### config.mk
export PLATFORM = sky130hd
export DESIGN_NAME = esg_top
export DESIGN_NICKNAME = d
export VERILOG_FILES = /design/src/esg_cfg_pkg.sv /design/src/esg_types_pkg.sv /design/src/esg_err_calc.sv /design/src/esg_input_sync.sv /design/src/esg_phase_seq.sv /design/src/esg_sample_avg.sv /design/src/esg_top.sv
export SDC_FILE = /design/constraint.sdc
export NUM_CORES = 1
export LEC_CHECK = 0
export BUFFER_PORTS_ARGS = -buffer_cell sky130_fd_sc_hd__buf_2
export CORE_MARGIN = 2
export CORE_UTILIZATION = 45
export DETAILED_ROUTE_END_ITERATION = 10
export GPL_ROUTABILITY_DRIVEN = 1
export GPL_TIMING_DRIVEN = 0
export SYNTH_ARGS = -nofsm -noshare
export SYNTH_HDL_FRONTEND = slang
export SYNTH_HIERARCHICAL = 1
export SYNTH_SLANG_ARGS = --single-unit
### constraint.sdc
create_clock -name i_clk -period 6.2 [get_ports i_clk]
set_input_delay 0.62 -clock i_clk [delete_from_list [all_inputs] [get_ports i_clk]]
set_output_delay 0.62 -clock i_clk [all_outputs]
set_load 0.01 [all_outputs]
### src/esg_cfg_pkg.sv
`default_nettype none

package esg_cfg_pkg;

	// Internal signed word width, also the width of o_err
	localparam int ERR_W = 32;

	// Frequency and settle counter width
	localparam int CNT_W = 32;

	localparam logic [CNT_W-1:0] SETTLE_RST = 25; // Used until i_freq_cnt is registered

endpackage

`default_nettype wire

### src/esg_types_pkg.sv
`default_nettype none

package esg_types_pkg;
	import esg_cfg_pkg::*;

	// One conditioned input cycle
	typedef struct packed {
		logic signed [ERR_W-1:0] adc;        // Sign-extended sample
		logic                    status;     // Synchronized phase level
		logic                    polarity;   // Synchronized polarity
		logic                    trig;       // Registered trigger
		logic                    pol_change; // Single-cycle pulse
	} esg_sample_t;

	typedef enum logic [3:0] {
		ST_RST       = 4'd0,
		ST_WAIT_LOW  = 4'd1,
		ST_WAIT_HIGH = 4'd2,
		ST_SETTLE    = 4'd3,
		ST_ACQ_REF   = 4'd4,
		ST_ACQ_MEAS  = 4'd5,
		ST_ERR       = 4'd6,
		ST_WAIT_TRIG = 4'd7
	} esg_state_e;

	typedef enum logic {
		OP_REF  = 1'b0,
		OP_MEAS = 1'b1
	} esg_acq_op_e;

	typedef struct packed {
		logic        start;
		esg_acq_op_e op;
	} esg_acq_cmd_t;

	typedef struct packed {
		logic                    done;
		esg_acq_op_e             op;   // Echo of the command op
		logic signed [ERR_W-1:0] mean;
	} esg_acq_rsp_t;

endpackage

`default_nettype wire
### src/esg_err_calc.sv
`default_nettype none

module esg_err_calc
	import esg_cfg_pkg::*, esg_types_pkg::*;
(
	input  wire                     i_clk,
	input  wire                     i_rst_n,
	input  wire esg_acq_rsp_t       i_acq_rsp,
	input  wire                     i_err_stb,
	input  wire signed [ERR_W-1:0]  i_offset,
	output logic signed [ERR_W-1:0] o_err,
	output logic                    o_sync
);

	logic signed [ERR_W-1:0] ref_q;
	logic signed [ERR_W-1:0] meas_q;
	logic signed [ERR_W-1:0] diff;
	logic flip_q;       // Negate the next result
	logic ref_ok_q;
	logic ref_load;
	logic meas_load;

	assign ref_load  = i_acq_rsp.done && (i_acq_rsp.op == OP_REF);
	assign meas_load = i_acq_rsp.done && (i_acq_rsp.op == OP_MEAS);
	assign diff      = meas_q - ref_q;

	always_ff @(posedge i_clk or negedge i_rst_n) begin
		if (!i_rst_n) begin
			o_err    <= '0;
			o_sync   <= 1'b0;
			flip_q   <= 1'b0;
			ref_ok_q <= 1'b0;
		end else begin
			o_sync <= i_err_stb;
			if (ref_load) begin
				flip_q   <= 1'b0; // Realigned, restart positive
				ref_ok_q <= 1'b1;
			end else if (i_err_stb) begin
				o_err  <= (flip_q ? -diff : diff) + i_offset;
				flip_q <= ~flip_q;
			end
		end
	end

	always_ff @(posedge i_clk) begin
		if (ref_load)
			ref_q <= i_acq_rsp.mean;
		else if (i_err_stb)
			ref_q <= meas_q; // Measurement becomes the new reference
		if (meas_load)
			meas_q <= i_acq_rsp.mean;
	end

	a_ref_before_err: assert property (@(posedge i_clk) disable iff (!i_rst_n)
		i_err_stb |-> ref_ok_q);

endmodule

`default_nettype wire

### src/esg_input_sync.sv
`default_nettype none

module esg_input_sync
	import esg_cfg_pkg::*, esg_types_pkg::*;
#(
	parameter int ADC_BIT = 14
) (
	input  wire                       i_clk,
	input  wire                       i_rst_n,
	input  wire                       i_status,
	input  wire                       i_polarity,
	input  wire                       i_trig,
	input  wire        [CNT_W-1:0]    i_freq_cnt,
	input  wire signed [ERR_W-1:0]    i_err_offset,
	input  wire signed [ADC_BIT-1:0]  i_adc_data,
	output esg_sample_t               o_sample,
	output logic       [CNT_W-1:0]    o_settle_cnt,
	output logic signed [ERR_W-1:0]   o_offset
);

	logic status_meta;
	logic status_sync;
	logic pol_meta;
	logic pol_sync;
	logic pol_prev;
	logic trig_q;
	logic signed [ERR_W-1:0] adc_ext;
	logic signed [ERR_W-1:0] adc_q;

	assign adc_ext = {{(ERR_W-ADC_BIT){i_adc_data[ADC_BIT-1]}}, i_adc_data}; // Sign extend

	always_ff @(posedge i_clk or negedge i_rst_n) begin
		if (!i_rst_n) begin
			status_meta  <= 1'b0;
			status_sync  <= 1'b0;
			pol_meta     <= 1'b1;
			pol_sync     <= 1'b1;
			pol_prev     <= 1'b1;
			trig_q       <= 1'b0;
			o_settle_cnt <= SETTLE_RST;
		end else begin
			status_meta  <= i_status;
			status_sync  <= status_meta;
			pol_meta     <= i_polarity;
			pol_sync     <= pol_meta;
			pol_prev     <= pol_sync;
			trig_q       <= i_trig;
			o_settle_cnt <= i_freq_cnt >> 1; // Half of the modulation count
		end
	end

	always_ff @(posedge i_clk) begin
		adc_q    <= adc_ext;
		o_offset <= i_err_offset;
	end

	assign o_sample = '{
		adc:        adc_q,
		status:     status_sync,
		polarity:   pol_sync,
		trig:       trig_q,
		pol_change: pol_sync ^ pol_prev // High for one cycle per edge
	};

endmodule

`default_nettype wire

### src/esg_phase_seq.sv
`default_nettype none

module esg_phase_seq
	import esg_cfg_pkg::*, esg_types_pkg::*;
(
	input  wire                 i_clk,
	input  wire                 i_rst_n,
	input  wire esg_sample_t    i_sample,
	input  wire [CNT_W-1:0]     i_settle_cnt,
	input  wire esg_acq_rsp_t   i_acq_rsp,
	output esg_acq_cmd_t        o_acq_cmd,
	output logic                o_err_stb
);

	esg_state_e state_q;
	esg_state_e state_d;
	logic [CNT_W-1:0] settle_q;
	logic settle_done;
	logic init_q;        // Next acquisition becomes the reference
	logic start_q;
	esg_acq_op_e op_q;

	assign settle_done = (settle_q == '0);

	always_comb begin
		state_d = state_q;
		case (state_q)
			ST_RST: state_d = i_sample.polarity ? ST_WAIT_LOW : ST_WAIT_HIGH;
			ST_WAIT_LOW: begin
				if (i_sample.pol_change)
					state_d = ST_RST; // Synchronizer still settling after reset
				else if (!i_sample.status)
					state_d = ST_SETTLE;
			end
			ST_WAIT_HIGH: begin
				if (i_sample.pol_change)
					state_d = ST_RST;
				else if (i_sample.status)
					state_d = ST_SETTLE;
			end
			ST_SETTLE: begin
				if (i_sample.pol_change)
					state_d = ST_RST;
				else if (settle_done)
					state_d = init_q ? ST_ACQ_REF : ST_ACQ_MEAS;
			end
			ST_ACQ_REF: begin
				if (i_acq_rsp.done && i_acq_rsp.op == OP_REF)
					state_d = ST_WAIT_TRIG;
			end
			ST_ACQ_MEAS: begin
				if (i_acq_rsp.done && i_acq_rsp.op == OP_MEAS)
					state_d = ST_ERR;
			end
			ST_ERR: state_d = ST_WAIT_TRIG;
			ST_WAIT_TRIG: begin
				if (i_sample.pol_change)
					state_d = ST_RST;
				else if (i_sample.trig)
					state_d = ST_SETTLE;
			end
			default: state_d = ST_RST;
		endcase
	end

	always_ff @(posedge i_clk or negedge i_rst_n) begin
		if (!i_rst_n) begin
			state_q   <= ST_RST;
			settle_q  <= SETTLE_RST;
			init_q    <= 1'b1;
			start_q   <= 1'b0;
			op_q      <= OP_REF;
			o_err_stb <= 1'b0;
		end else begin
			state_q <= state_d;

			if (state_q != ST_SETTLE)
				settle_q <= i_settle_cnt; // Reloaded on every entry
			else if (!settle_done)
				settle_q <= settle_q - CNT_W'(1);

			if (state_q == ST_RST)
				init_q <= 1'b1;
			else if (state_q == ST_ACQ_REF && state_d == ST_WAIT_TRIG)
				init_q <= 1'b0;

			start_q   <= (state_q == ST_SETTLE) && (state_d inside {ST_ACQ_REF, ST_ACQ_MEAS});
			op_q      <= init_q ? OP_REF : OP_MEAS;
			o_err_stb <= (state_q == ST_ACQ_MEAS) && (state_d == ST_ERR); // High during ST_ERR
		end
	end

	assign o_acq_cmd = '{start: start_q, op: op_q};

	a_state_legal: assert property (@(posedge i_clk) disable iff (!i_rst_n)
		!$isunknown(state_q) && state_q inside {ST_RST, ST_WAIT_LOW, ST_WAIT_HIGH,
			ST_SETTLE, ST_ACQ_REF, ST_ACQ_MEAS, ST_ERR, ST_WAIT_TRIG});

endmodule

`default_nettype wire

### src/esg_sample_avg.sv
`default_nettype none

module esg_sample_avg
	import esg_cfg_pkg::*, esg_types_pkg::*;
#(
	parameter int AVG_LOG2 = 3
) (
	input  wire                     i_clk,
	input  wire                     i_rst_n,
	input  wire esg_acq_cmd_t       i_acq_cmd,
	input  wire signed [ERR_W-1:0]  i_adc,
	output esg_acq_rsp_t            o_acq_rsp
);

	localparam logic [AVG_LOG2:0] N_SMP = (AVG_LOG2+1)'(1) << AVG_LOG2;

	logic busy_q;
	logic [AVG_LOG2:0] cnt_q;   // Samples left after this one
	esg_acq_op_e op_q;
	logic done_q;
	esg_acq_op_e rsp_op_q;
	logic signed [ERR_W-1:0] acc_q;
	logic signed [ERR_W-1:0] acc_next;
	logic signed [ERR_W-1:0] mean_q;
	logic last;

	assign last     = busy_q && (cnt_q == '0);
	assign acc_next = acc_q + i_adc;

	always_ff @(posedge i_clk or negedge i_rst_n) begin
		if (!i_rst_n) begin
			busy_q   <= 1'b0;
			cnt_q    <= '0;
			op_q     <= OP_REF;
			done_q   <= 1'b0;
			rsp_op_q <= OP_REF;
		end else begin
			done_q <= 1'b0;
			if (i_acq_cmd.start) begin
				busy_q <= 1'b1;
				cnt_q  <= N_SMP - (AVG_LOG2+1)'(1);
				op_q   <= i_acq_cmd.op;
			end else if (last) begin
				busy_q   <= 1'b0;
				done_q   <= 1'b1;
				rsp_op_q <= op_q;
			end else if (busy_q) begin
				cnt_q <= cnt_q - (AVG_LOG2+1)'(1);
			end
		end
	end

	always_ff @(posedge i_clk) begin
		if (i_acq_cmd.start)
			acc_q <= '0;
		else if (busy_q)
			acc_q <= acc_next;
		if (last)
			mean_q <= acc_next >>> AVG_LOG2; // Keeps the sign
	end

	assign o_acq_rsp = '{done: done_q, op: rsp_op_q, mean: mean_q};

	a_no_start_busy: assert property (@(posedge i_clk) disable iff (!i_rst_n)
		i_acq_cmd.start |-> !busy_q);

endmodule

`default_nettype wire

### src/esg_top.sv
`default_nettype none

module esg_top
	import esg_cfg_pkg::*, esg_types_pkg::*;
#(
	parameter int ADC_BIT  = 14,
	parameter int AVG_LOG2 = 3
) (
	input  wire                       i_clk,
	input  wire                       i_rst_n,
	input  wire                       i_status,
	input  wire                       i_polarity,
	input  wire                       i_trig,
	input  wire        [CNT_W-1:0]    i_freq_cnt,
	input  wire signed [ERR_W-1:0]    i_err_offset,
	input  wire signed [ADC_BIT-1:0]  i_adc_data,
	output logic signed [ERR_W-1:0]   o_err,
	output logic                      o_sync
);

	esg_sample_t sample;
	logic [CNT_W-1:0] settle_cnt;
	logic signed [ERR_W-1:0] offset;
	esg_acq_cmd_t acq_cmd;
	esg_acq_rsp_t acq_rsp;
	logic err_stb;

	esg_input_sync #(.ADC_BIT(ADC_BIT)) esg_input_sync_inst (
		.i_clk        (i_clk),
		.i_rst_n      (i_rst_n),
		.i_status     (i_status),
		.i_polarity   (i_polarity),
		.i_trig       (i_trig),
		.i_freq_cnt   (i_freq_cnt),
		.i_err_offset (i_err_offset),
		.i_adc_data   (i_adc_data),
		.o_sample     (sample),
		.o_settle_cnt (settle_cnt),
		.o_offset     (offset)
	);

	esg_phase_seq esg_phase_seq_inst (
		.i_clk        (i_clk),
		.i_rst_n      (i_rst_n),
		.i_sample     (sample),
		.i_settle_cnt (settle_cnt),
		.i_acq_rsp    (acq_rsp),
		.o_acq_cmd    (acq_cmd),
		.o_err_stb    (err_stb)
	);

	esg_sample_avg #(.AVG_LOG2(AVG_LOG2)) esg_sample_avg_inst (
		.i_clk     (i_clk),
		.i_rst_n   (i_rst_n),
		.i_acq_cmd (acq_cmd),
		.i_adc     (sample.adc),
		.o_acq_rsp (acq_rsp)
	);

	esg_err_calc esg_err_calc_inst (
		.i_clk     (i_clk),
		.i_rst_n   (i_rst_n),
		.i_acq_rsp (acq_rsp),
		.i_err_stb (err_stb),
		.i_offset  (offset),
		.o_err     (o_err),
		.o_sync    (o_sync)
	);

endmodule

`default_nettype wire

## Word-level counts from Yosys, hierarchy flattened

Cells that the tools add are included.

| storage, ports and cells | value |
|---|---|
| register bits | 287 |
| output and inout bits | 33 |

| cells by class | value |
|---|---|
| equality and inequality tests | 14 |
| bitwise gates (word level) | 5 |
| add/subtract/negate cells | 6 |
| reductions and logical operators | 17 |
| mux-type cells | 30 |

Operators by type and width:

| kind | count |
|---|---|
| 32-bit 2-to-1 mux | 5 |
| 4-bit 2-to-1 mux | 13 |
| 32-bit by 14-bit adder with 32-bit output | 1 |
| 32-bit adder | 1 |
| 4-bit by 3-bit == test with 1-bit output, second input constant | 8 |
| 32-bit zero test | 1 |
| 32-bit negation | 1 |
| 4-bit case mux with 8 select lines | 1 |
| 29-bit by 32-bit subtractor with 32-bit output | 1 |
| 32-bit by 1-bit subtractor with 32-bit output, second input constant | 1 |
| 1-bit 2-to-1 mux | 10 |
| 2-bit nonzero test | 5 |
| 4-bit by 2-bit == test with 1-bit output, second input constant | 2 |
| 4-bit zero test | 2 |
| 1-bit logical AND | 6 |
| 2-bit AND reduction | 3 |
| 4-bit by 1-bit == test with 1-bit output, second input constant | 1 |
| 2-bit != test, second input constant | 2 |
| 4-bit by 2-bit != test with 1-bit output, second input constant | 1 |
| 1-bit NOT | 4 |
| 4-bit by 1-bit subtractor with 4-bit output, second input constant | 1 |
| 2-bit 2-to-1 mux | 1 |
| 1-bit bitwise XOR | 1 |

## Logic depth before layout (Yosys ltp)

| logic depth | value |
|---|---|
| depth in word-level cells | 8 |
| depth in mapped cells | 26 |
| gate-level depth less buffers | 26 |

## Modules after synthesis

Netlist, hierarchy kept.

Modules (own cells, without submodules):

| module | cells an instance | instances | area each (µm²) | seq. area each (µm²) |
|---|---|---|---|---|
| esg_err_calc | 835 | 1 | 7778.7 | 2772.7 |
| esg_sample_avg | 454 | 1 | 4281.6 | 1711.6 |
| esg_phase_seq | 263 | 1 | 2317.2 | 1006.0 |
| esg_input_sync | 107 | 1 | 2031.9 | 1854.3 |

## Least setup slack after synthesis

No wires, ideal clock.

| timing path | value |
|---|---|
| kind | register to register |
| start point | register esg_err_calc_inst.meas_q[0] |
| end point | register esg_err_calc_inst.o_err[28] |
| data arrival time | 5.523 ns |
| stages on the path, launching flop included | 26 |
| path buffers | 0 |
| required time | 6.064 ns |
| setup slack | 0.540 ns |
| cell sequence | edfxtp_1 -> inv_1 -> ha_1 -> inv_1 -> fa_1 -> a211o_1 -> a21o_1 -> o221a_4 -> nor4_1 -> nor3_1 -> or4_1 -> or3_1 -> o21ai_0 -> xnor2_1 -> ha_1 -> a21o_1 -> a21o_1 -> a21oi_1 -> o21ai_0 -> o21ai_0 -> o221ai_1 -> a31o_2 -> nand4_1 -> nand4b_1 -> a2111oi_0 -> o21ai_0 |

| between the ends | value |
|---|---|
| longest elaborated chain between the ends | 4 |

RTL lines:

| item | RTL line | RTL |
|---|---|---|
| start: declaration | esg_err_calc.sv:16 | `logic signed [ERR_W-1:0] meas_q;` |
| start signal: assignment | esg_err_calc.sv:51 | `meas_q <= i_acq_rsp.mean;` |
| 29-bit by 32-bit subtractor with 32-bit output * | esg_err_calc.sv:25 | `assign diff = meas_q - ref_q;` |
| 32-bit negation | esg_err_calc.sv:39 | `o_err <= (flip_q ? -diff : diff) + i_offset;` |
| 32-bit 2-to-1 mux * | esg_err_calc.sv:39 |  |
| 32-bit adder * | esg_err_calc.sv:39 |  |
| end signal: assignment | esg_err_calc.sv:39 |  |
| end: declaration | esg_err_calc.sv:11 | `output logic signed [ERR_W-1:0] o_err,` |

Every way passes the cells marked *; elsewhere a longest branch is shown, timed or not.
A chain may end at the register's enable or synchronous reset.

## Worst setup path in the final report

Same ends and word-level chain as after synthesis.

==> metrics.txt <==
number of remaining DRC errors=0; clock period minus final worst setup slack=5890 ps; VDD IR-drop max=160 uV; sequential area share after synthesis=0.448; CP delay by family, top=compound AO/OA/AOI/OAI gates; IO buf count=114; fin crit share=0.949; Slew HR=0.309; synthesized instance count=1659; critical path arrival=6290 ps; fmax=170 MHz; Worst Tran Pin Value=1040 ps; Buf/Inv on CP=2; Setup TNS Final=0 ps; Sw Pwr=0.000991 W; Worst-path clk slew=60 ps; clk_lat worst skew=540 ps; Core Area=35700 um^2; Cell Area, Placed=17600 um^2; Comb pwr share=0.059; 1st-iter DRT viols=506; Worst EP required=6600 ps; Sw Share=0.234; leakage power=7.98 nW; clk_skew=17.0 ps; Vias/cell=5.41; Initial Util=0.459; Power, Total=0.00424 W; post-synthesis async set-or-reset flop share=0.410; CTS hold repair buffers=0; largest area contributor in the netlist=edfxtp_1; Seq pwr share=0.483; post-route ant nets=0; Int Power=0.00325 W; synth top area cells=edfxtp_1 17%, dfrtp_1 17%, dfxtp_1 9.5%; first-pass GRT wire length=61.1 mm; antenna violations before repair=0; Post-synth EDFFs=93; clock sinks=290; aggregate global routing overflow=0; chip height=195 um; most common cell in the netlist=nand2_1; H-tree depth=2; CP peak stage delay=570 ps; ant diodes=0; Syn. warnings=6; num rows=69; Hold WC Path Type=input pin to async pin; synth unique cells=92; most used cell, CP=a21o_1; syn nets=1846; # IOs=116; final wirelength=36.5 mm; chip width=195 um; MaxCap Viol Count=0; critical path startpoint category=flop; CP Class=flop to flop; area growth from synthesis to layout=14.6%; crit end category=flop; Final setup viols=0; gp weighted congestion=0.854; Final #Nets=2000; Final Cell Area=18800 um^2; Max FO, Critical Path=8; fraction of layout cells with a size suffix above 1=0.171; GRT Total Usage=0.195; Slew Limit Fails=0; Post-synth top cells=164 x nand2_1, 109 x dfrtp_1, 101 x a21oi_1, 101 x ha_1, 100 x nor2_1; DR WL/cell=15.9 um; vias in the first global route=12150; status=finished clean; Setup WS post-layout=314 ps; Clock Path Buffers=3; Synth Register Bits=290; Slowest-stage cell, CP=or4_4; total die area=38000 um^2; largest net degree at the start of global routing=67; Synth Cell Area=16400 um^2; Num CTS Buffers=34; power per cell area=225 nW/um^2; DP Wirelength=27.4 mm; endpoints failing hold=0; post-synth top area share=0.170; syn_area_per_cell=9.89 um^2; Pre-Repair DR Iteration Count=5; clock root buffer=clkbuf_16; Post-synth top flop=dfrtp_1; pre-CTS setup slack=-225 ps; clock power share=0.458; CTS tree=done; via total after detailed routing=12432
layout by cell type (no fill, tap or decap), types with 30 or more instances in the layout:
cell type / instances
ha_1: 100
inv_1: 75
buf_2: 118
nor3_1: 43
nor2_1: 100
clkbuf_16: 34
mux2_2: 33
dfxtp_1: 78
o31ai_1: 30
xor2_1: 36
clkbuf_1: 56
nand2_1: 164
dfrtp_1: 109
xnor2_1: 82
edfxtp_1: 93
o21ai_0: 81
buf_4: 33
a21o_1: 36
a21oi_1: 100
worst paths after layout:
kind,start,end,slack [ps],cells past startpoint
max in group asynchronous,i_rst_n,esg_err_calc_inst/o_err[31],5410,2
hold reg to reg,esg_input_sync_inst/status_meta,esg_input_sync_inst/status_sync,340,0
setup reg to reg,esg_err_calc_inst/meas_q[0],esg_err_calc_inst/o_err[28],310,25
hold / removal,i_rst_n,esg_input_sync_inst/trig_q,50,1
setup / recovery,esg_err_calc_inst/meas_q[0],esg_err_calc_inst/o_err[28],310,25
min in group i_clk,i_adc_data[13],esg_input_sync_inst/adc_q[13],180,1
repair_timing:
| action | in CTS | in global routing |
|---|---|---|
| pin swaps | 1 | 7 |
| setup buffers | 0 | 3 |
| gates resized for setup | 6 | 22 |
| endpoints found under the setup margin | 5 | 8 |
sequential cells by signal, indices dropped and copies added, names as in the netlist, 14 cells and up:
name and count:
esg_input_sync_inst/o_offset 32, esg_err_calc_inst/ref_q 32, esg_sample_avg_inst/mean_q 29, esg_err_calc_inst/meas_q 32
esg_input_sync_inst/o_settle_cnt 31, esg_input_sync_inst/adc_q 14, esg_sample_avg_inst/acc_q 32, esg_err_calc_inst/o_err 32
esg_phase_seq_inst/settle_q 32
per-layer routing:
layer / global-route usage / up-vias / part of all wire
li1: - / 6331 / -
met1: 0.278 / 5800 / 0.50
met2: 0.302 / 251 / 0.43
met3: 0.0382 / 50 / 0.045
met4: 0.0546 / 0 / 0.021
met5: 0 / - / 0
cell type report:
class | count | area, um^2
fillers | 3228 | 16900
multi-input cells | 1204 | 8440
flip-flops and latches | 290 | 7340
clock buffers | 45 | 942
repair buffers | 118 | 627
well taps | 461 | 577
plain buffers | 90 | 457
inverters | 75 | 282
clock inverters | 17 | 144
cell families (layout without fill, tap and decap cells):
logic type               count (synthesis)  in the layout  synth area share
other                                    2              2          0.000458
AND/OR/NAND/NOR                        519            519             0.161
XOR/XNOR                               120            120            0.0649
AO/OA/AOI/OAI                          409            409             0.168
multiplexers                            50             50            0.0330
buffers and inverters                  165            345            0.0450
flip-flops                             290            290             0.448
adder cells (fa/ha/maj)                104            104            0.0807
metrics by stage:
step / instances / util / hold slack [ps]
global route: 2300 / 0.526 / 61.2
floorplan: 1659 / - / 324
finish: 2300 / 0.526 / 47.2
CTS: 2297 / 0.523 / 36.0
global placement: 2234 / 0.491 / 337
detailed placement: 2235 / 0.492 / 335
power by group through the flow:
| stage | logic [W] | registers, W | clock network (W) |
|---|---|---|---|
| after floorplan | 0.000163 | 0.00207 | 0 |
| after global placement | 0.000236 | 0.00208 | 0 |
| after detailed placement | 0.000244 | 0.00208 | 0 |
| after CTS | 0.000246 | 0.00205 | 0.00200 |
| after global routing | 0.000282 | 0.00205 | 0.00208 |
| final | 0.000250 | 0.00205 | 0.00194 |
Power figures use the tool's default switching activity.
